==> src/hw/icache_cfg.svh <==
`ifndef ICACHE_CFG_SVH
`define ICACHE_CFG_SVH

// Width of a byte address as seen by the fetch unit
`define ICACHE_ADDR_W 32

// Bytes in one cache line and the offset bits that select a byte in it
`define ICACHE_LINE_BYTES 16
`define ICACHE_OFF_W 4

// Sets in each bank and the index bits that pick one
`define ICACHE_SETS 16
`define ICACHE_SET_W 4

// Associativity of each bank
`define ICACHE_WAYS 4
`define ICACHE_WAY_W 2

// Byte pattern returned for a line whose bank missed
`define ICACHE_NOP 8'h7F

// Channel id width on the snoop bus
`define ICACHE_CID_W 6

`endif

==> src/hw/icache_pkg.sv <==
`default_nettype none

`include "icache_cfg.svh"

package icache_pkg;

	// Byte address of an instruction fetch or a fill
	typedef logic [`ICACHE_ADDR_W-1:0] addr_t;

	// A line number is the byte address with the offset stripped off
	// Bit 0 selects the bank, the set index sits above it, the tag above that
	typedef logic [`ICACHE_ADDR_W-`ICACHE_OFF_W-1:0] line_num_t;

	// Set index within one bank
	typedef logic [`ICACHE_SET_W-1:0] set_t;

	// Tag bits, everything above the bank bit and the set index
	typedef logic [`ICACHE_ADDR_W-`ICACHE_OFF_W-`ICACHE_SET_W-2:0] tag_t;

	// Way index within a set
	typedef logic [`ICACHE_WAY_W-1:0] way_t;

	// Payload of one cache line
	typedef logic [`ICACHE_LINE_BYTES*8-1:0] line_data_t;

	// Channel id carried with a snoop
	typedef logic [`ICACHE_CID_W-1:0] cid_t;

endpackage

`default_nettype wire

==> src/hw/fetch_align.sv <==
`timescale 1ns/10ps
`default_nettype none

`include "icache_cfg.svh"

// Fetch stage in front of the two banks
// It requests lines k and k+1 and puts the answers back in address order
module fetch_align (
	input wire clk,
	input wire rst,
	input wire ce_i,
	input wire icache_pkg::addr_t pc_i,
	output icache_pkg::line_num_t even_line_o,
	output icache_pkg::line_num_t odd_line_o,
	input wire even_hit_i,
	input wire odd_hit_i,
	input wire icache_pkg::line_data_t even_data_i,
	input wire icache_pkg::line_data_t odd_data_i,
	output icache_pkg::addr_t pc_o,
	output logic hit_o,
	output logic miss_o,
	output icache_pkg::addr_t miss_adr_o,
	output icache_pkg::line_data_t line_lo_o,
	output icache_pkg::line_data_t line_hi_o
);

	// A missed line reads as a run of NOP bytes
	localparam icache_pkg::line_data_t NOP_LINE = {`ICACHE_LINE_BYTES{`ICACHE_NOP}};

	// Even member of the pair {k, k+1}
	function automatic icache_pkg::line_num_t even_of(input icache_pkg::line_num_t k);
		return k[0] ? k + 1'b1 : k;
	endfunction

	// Odd member of the pair, k itself when odd and k+1 otherwise
	function automatic icache_pkg::line_num_t odd_of(input icache_pkg::line_num_t k);
		return {k[$bits(k)-1:1], 1'b1};
	endfunction

	function automatic icache_pkg::addr_t byte_adr_of(input icache_pkg::line_num_t ln);
		return {ln, {`ICACHE_OFF_W{1'b0}}};
	endfunction

	icache_pkg::line_num_t pc_line;
	icache_pkg::line_num_t pc_q_line;
	icache_pkg::line_num_t even_q;
	icache_pkg::line_num_t odd_q;
	icache_pkg::addr_t pc_q;
	logic par_q;
	icache_pkg::line_data_t even_line_data;
	icache_pkg::line_data_t odd_line_data;

	// ======================================================================
	// Request side
	// ======================================================================

	always_comb begin
		pc_line = pc_i[`ICACHE_ADDR_W-1:`ICACHE_OFF_W];
		even_line_o = even_of(pc_line);
		odd_line_o = odd_of(pc_line);
	end

	// The pc and the parity of its line travel alongside the bank reads
	always_ff @(posedge clk) begin
		if (rst) begin
			pc_q <= '0;
			par_q <= 1'b0;
		end else if (ce_i) begin
			pc_q <= pc_i;
			par_q <= pc_line[0];
		end
	end

	// ======================================================================
	// Response side
	// ======================================================================

	always_comb begin
		pc_q_line = pc_q[`ICACHE_ADDR_W-1:`ICACHE_OFF_W];
		even_q = even_of(pc_q_line);
		odd_q = odd_of(pc_q_line);

		even_line_data = even_hit_i ? even_data_i : NOP_LINE;
		odd_line_data = odd_hit_i ? odd_data_i : NOP_LINE;

		// With an odd k the odd bank holds the low line and the even bank the high one
		line_lo_o = par_q ? odd_line_data : even_line_data;
		line_hi_o = par_q ? even_line_data : odd_line_data;

		// An instruction may straddle the pair, so both lines must be present
		hit_o = even_hit_i & odd_hit_i;
		miss_o = ~hit_o;

		// The even line is reported first when both are missing
		if (!even_hit_i) begin
			miss_adr_o = byte_adr_of(even_q);
		end else if (!odd_hit_i) begin
			miss_adr_o = byte_adr_of(odd_q);
		end else begin
			miss_adr_o = '0;
		end
	end

	assign pc_o = pc_q;

endmodule

`default_nettype wire

==> config.mk <==
export PLATFORM = sky130hd
export DESIGN_NAME = fetch_align
export DESIGN_NICKNAME = d
export VERILOG_FILES = /design/src/hw/icache_pkg.sv /design/src/hw/fetch_align.sv
export VERILOG_INCLUDE_DIRS = /design/src /design/src/hw
export SDC_FILE = /design/constraint.sdc
export NUM_CORES = 1
export LEC_CHECK = 0
export BUFFER_PORTS_ARGS = -buffer_cell sky130_fd_sc_hd__clkbuf_2
export CAP_MARGIN = 20
export CORE_AREA = 2 2 265 267
export DETAILED_ROUTE_END_ITERATION = 12
export DIE_AREA = 0 0 267 269
export HOLD_SLACK_MARGIN = 0.15
export PLACE_DENSITY = 0.35
export SLEW_MARGIN = 20
export SYNTH_ARGS = -nofsm -noshare
export SYNTH_HDL_FRONTEND = slang
export SYNTH_SLANG_ARGS = --single-unit
export TNS_END_PERCENT = 20
==> constraint.sdc <==
create_clock -name clk -period 4.75 [get_ports clk]
set_input_delay 0.95 -clock clk [delete_from_list [all_inputs] [get_ports clk]]
set_output_delay 0.95 -clock clk [all_outputs]
set_load 0.01 [all_outputs]
==> metrics.yaml <==
outcome: "complete, no violations"
p_comb_share_pct: 59.6
area_delta_synth_final_pct: 55.9
clkPwrFrac_pct: 21.1
critical_path_buf_inv_count: 1
core_sq_um: 69300
die_h_microns: 269
min_path_type: "flop to flop"
ir_worst_vdd_uv: 116
portBuffers: 664
wl_per_cell_microns: 16.9
clkSlewWorstSetupHoldPaths_ns: 0.06
fmax_mhz: 270
vias: 10400
clk_latency_ns: 0.29
drt-initial-drc-count: 487
yosys_warnings: 0
drive_gt1_share_pct: 42.8
grt_setup_unrepaired: "no"
grt_pass1_vias: 9428
yosys.cell_count.top_type: "inv_1"
finalSetupTns_ns: 0
power_switching_w: 0.000762
cp_max_fo: 38
stdcell_count: 2583
die-area_sq_um: 71800
yosysSeqAreaShare_pct: 8.71
dp_cells: 2572
h-tree-depth: 2
cts_hold_buf: 0
critical-path-top-delay-family: "simple AND/OR/NAND/NOR gates"
cts_tree: "yes"
slowest_stage: "nor3_1"
ys_top_cells_by_area: "o31a_1 13%, nand3b_1 12%, nor3b_1 12%, a31oi_1 9.7%, dfxtp_1 8.7%"
placed_cell_area_sq_um: 11300
timing.slew.headroom_pct: 33.3
synth-edff-count: 0
start_util_pct: 10.6
powerDensity_nw_per_um2: 145
fin_util_pct: 16.5
routed_via_density: 4.03
netlist_top_cells_count: "120 x inv_1, 114 x a31oi_1, 113 x nand3b_1, 113 x nor3b_1, 112 x o31a_1"
synth_area_sq_um: 7360
crit_path_start_kind: "flop"
dieWidth_microns: 267
cts_root_buffer: "clkbuf_16"
grt_max_degree: 198
required_ns: 3.80
cap_violations: 0
grt_pass1_wl_mm: 59.7
gr-total-overflow: 0
timing.final.crit_share_pct: 77.9
synth_area_leader_cell: "o31a_1"
stdcell_area_sq_um: 11500
end_kind: "primary output"
clock_sinks: 32
drcViolationCount: 0
worst_pin_slew_ns: 1.00
largest_reg_flops: 32
seqPwrFrac_pct: 19.2
pin_count: 671
final.min_clock_period_ns: 3.70
cp_data_arrival_time_ns: 2.75
ctsResizeCount: 0
synthCells: 1105
nets: 1934
async_flop_share_pct: 0
cts_buffers: 5
crit_chain: "ha_1 > nand4_1 > nor3_1 > and3_1 > mux2i_1 > clkbuf_2"
sw_frac_of_total_pct: 45.9
slew_violations: 0
ys_seq_elements: 32
static-leakage-power_nw: 5.40
cts_setup_buffers: 0
synth_cell_types: 38
hold_violations: 0
place_congestion: 0.814
antenna_found_initial: 3
intPower_w: 0.000898
finClkSkew_ns: 0
crit_type: "flop to primary output"
syn_area_per_cell_sq_um: 6.66
wirelength_mm: 43.6
synth_top_cell_area_share_pct: 13.3
final_antenna_net_count: 0
firstDrtPassIters: 5
critPathMaxStageDelay_ns: 0.69
hpwl_mm: 34.8
setup_viol: 0
rows: 97
grt_usage_pct: 10.7
ys_dominant_reg_cell: "dfxtp_1"
cts_buffer_depth: 2
==> metal layers <==
| layer | vias up | global-route usage [%] | routed length (microns) | part of all wire [%] |
|---|---|---|---|---|
| met5 | - | 0 | 0 | 0 |
| met4 | 0 | 2.43 | 617 | 1.4 |
| met3 | 25 | 1.93 | 2760 | 6.3 |
| met2 | 405 | 21.1 | 23000 | 53 |
| met1 | 4917 | 11.9 | 17200 | 39 |
| li1 | 5052 | - | - | - |
==> area by class of cell <==
class / count / area, sq um
inverter: 121 / 457
clock inverter: 1 / 6.26
antenna: 3 / 7.51
fill: 8040 / 57800
multi-input combinational: 796 / 5520
tap: 940 / 1180
sequential: 32 / 644
clock buffer: 7 / 143
timing repair buffer: 683 / 3520
==> through the flow <==
stage               setup WS [ns]  hold slack (ns)  power (W)
detailed placement           1.09            0.492    0.00132
CTS                         0.942            0.507    0.00169
global route                0.910            0.512    0.00178
finish                       1.05            0.500    0.00166
global placement             1.09            0.482    0.00132
floorplan                    1.73            0.531   0.000840
==> final timing paths <==
kind | startpoint | to | slack [ns] | depth (start not counted)
setup / recovery | pc_o[4] | miss_adr_o[12] | 1.05 | 6
hold / removal | pc_o[1] | pc_o[1] | 0.50 | 2
setup reg to reg | pc_o[4] | pc_o[4] | 3.44 | 3
hold reg to reg | pc_o[1] | pc_o[1] | 0.50 | 2
==> power groups by stage <==
stage | logic [W] | registers (W) | clock network (W)
4_1_cts | 0.00100 | 0.000320 | 0.000370
2_1_floorplan | 0.000524 | 0.000316 | 0
3_3_place_gp | 0.000995 | 0.000326 | 0
3_5_place_dp | 0.000998 | 0.000326 | 0
5_1_grt | 0.00108 | 0.000323 | 0.000375
6_report | 0.000990 | 0.000319 | 0.000351
==> cell families (layout without fill, tap and decap cells) <==
family / after synthesis / in the layout / synth area share, %
AND/OR/NAND/NOR: 439 / 439 / 37.9
buffers and inverters: 281 / 812 / 16.5
AO/OA/AOI/OAI: 270 / 270 / 26.2
multiplexers: 53 / 53 / 7.21
flip-flops: 32 / 32 / 8.71
XOR/XNOR: 26 / 26 / 3.09
adder cells (fa/ha/maj): 2 / 2 / 0.340
other: 2 / 9 / 0.102
==> cells in the final DEF, fill, tap and decap left out, types with 3 or more instances in the layout <==
cell type | netlist | final
o21ai_0 | 34 | 34
and3_1 | 5 | 5
nand2_1 | 73 | 73
and2_1 | 3 | 3
mux2i_1 | 53 | 53
nand3b_1 | 113 | 113
clkbuf_16 | 0 | 5
dfxtp_1 | 32 | 31
conb_1 | 2 | 6
o31a_1 | 112 | 112
nor4_4 | 3 | 3
nor2_1 | 40 | 40
nor3b_1 | 113 | 113
and4_1 | 3 | 3
clkbuf_2 | 0 | 662
nand4_1 | 20 | 20
xor2_1 | 6 | 6
xnor2_1 | 20 | 20
diode_2 | 0 | 3
buf_12 | 0 | 3
a31oi_1 | 114 | 114
nor3_1 | 6 | 6
nand4_2 | 3 | 3
inv_1 | 120 | 120
nand3_1 | 48 | 48
o21ai_1 | 4 | 4
o31ai_1 | 3 | 3
buf_4 | 34 | 16
nor4_1 | 3 | 3
==> worst min-delay path, delay by kind of cell, from the launching register on <==
family	cells	cell delay, ns
mux	1	0.07
flops	1	0.32
simple gates	1	0.07
Power figures use the tool's default switching activity.
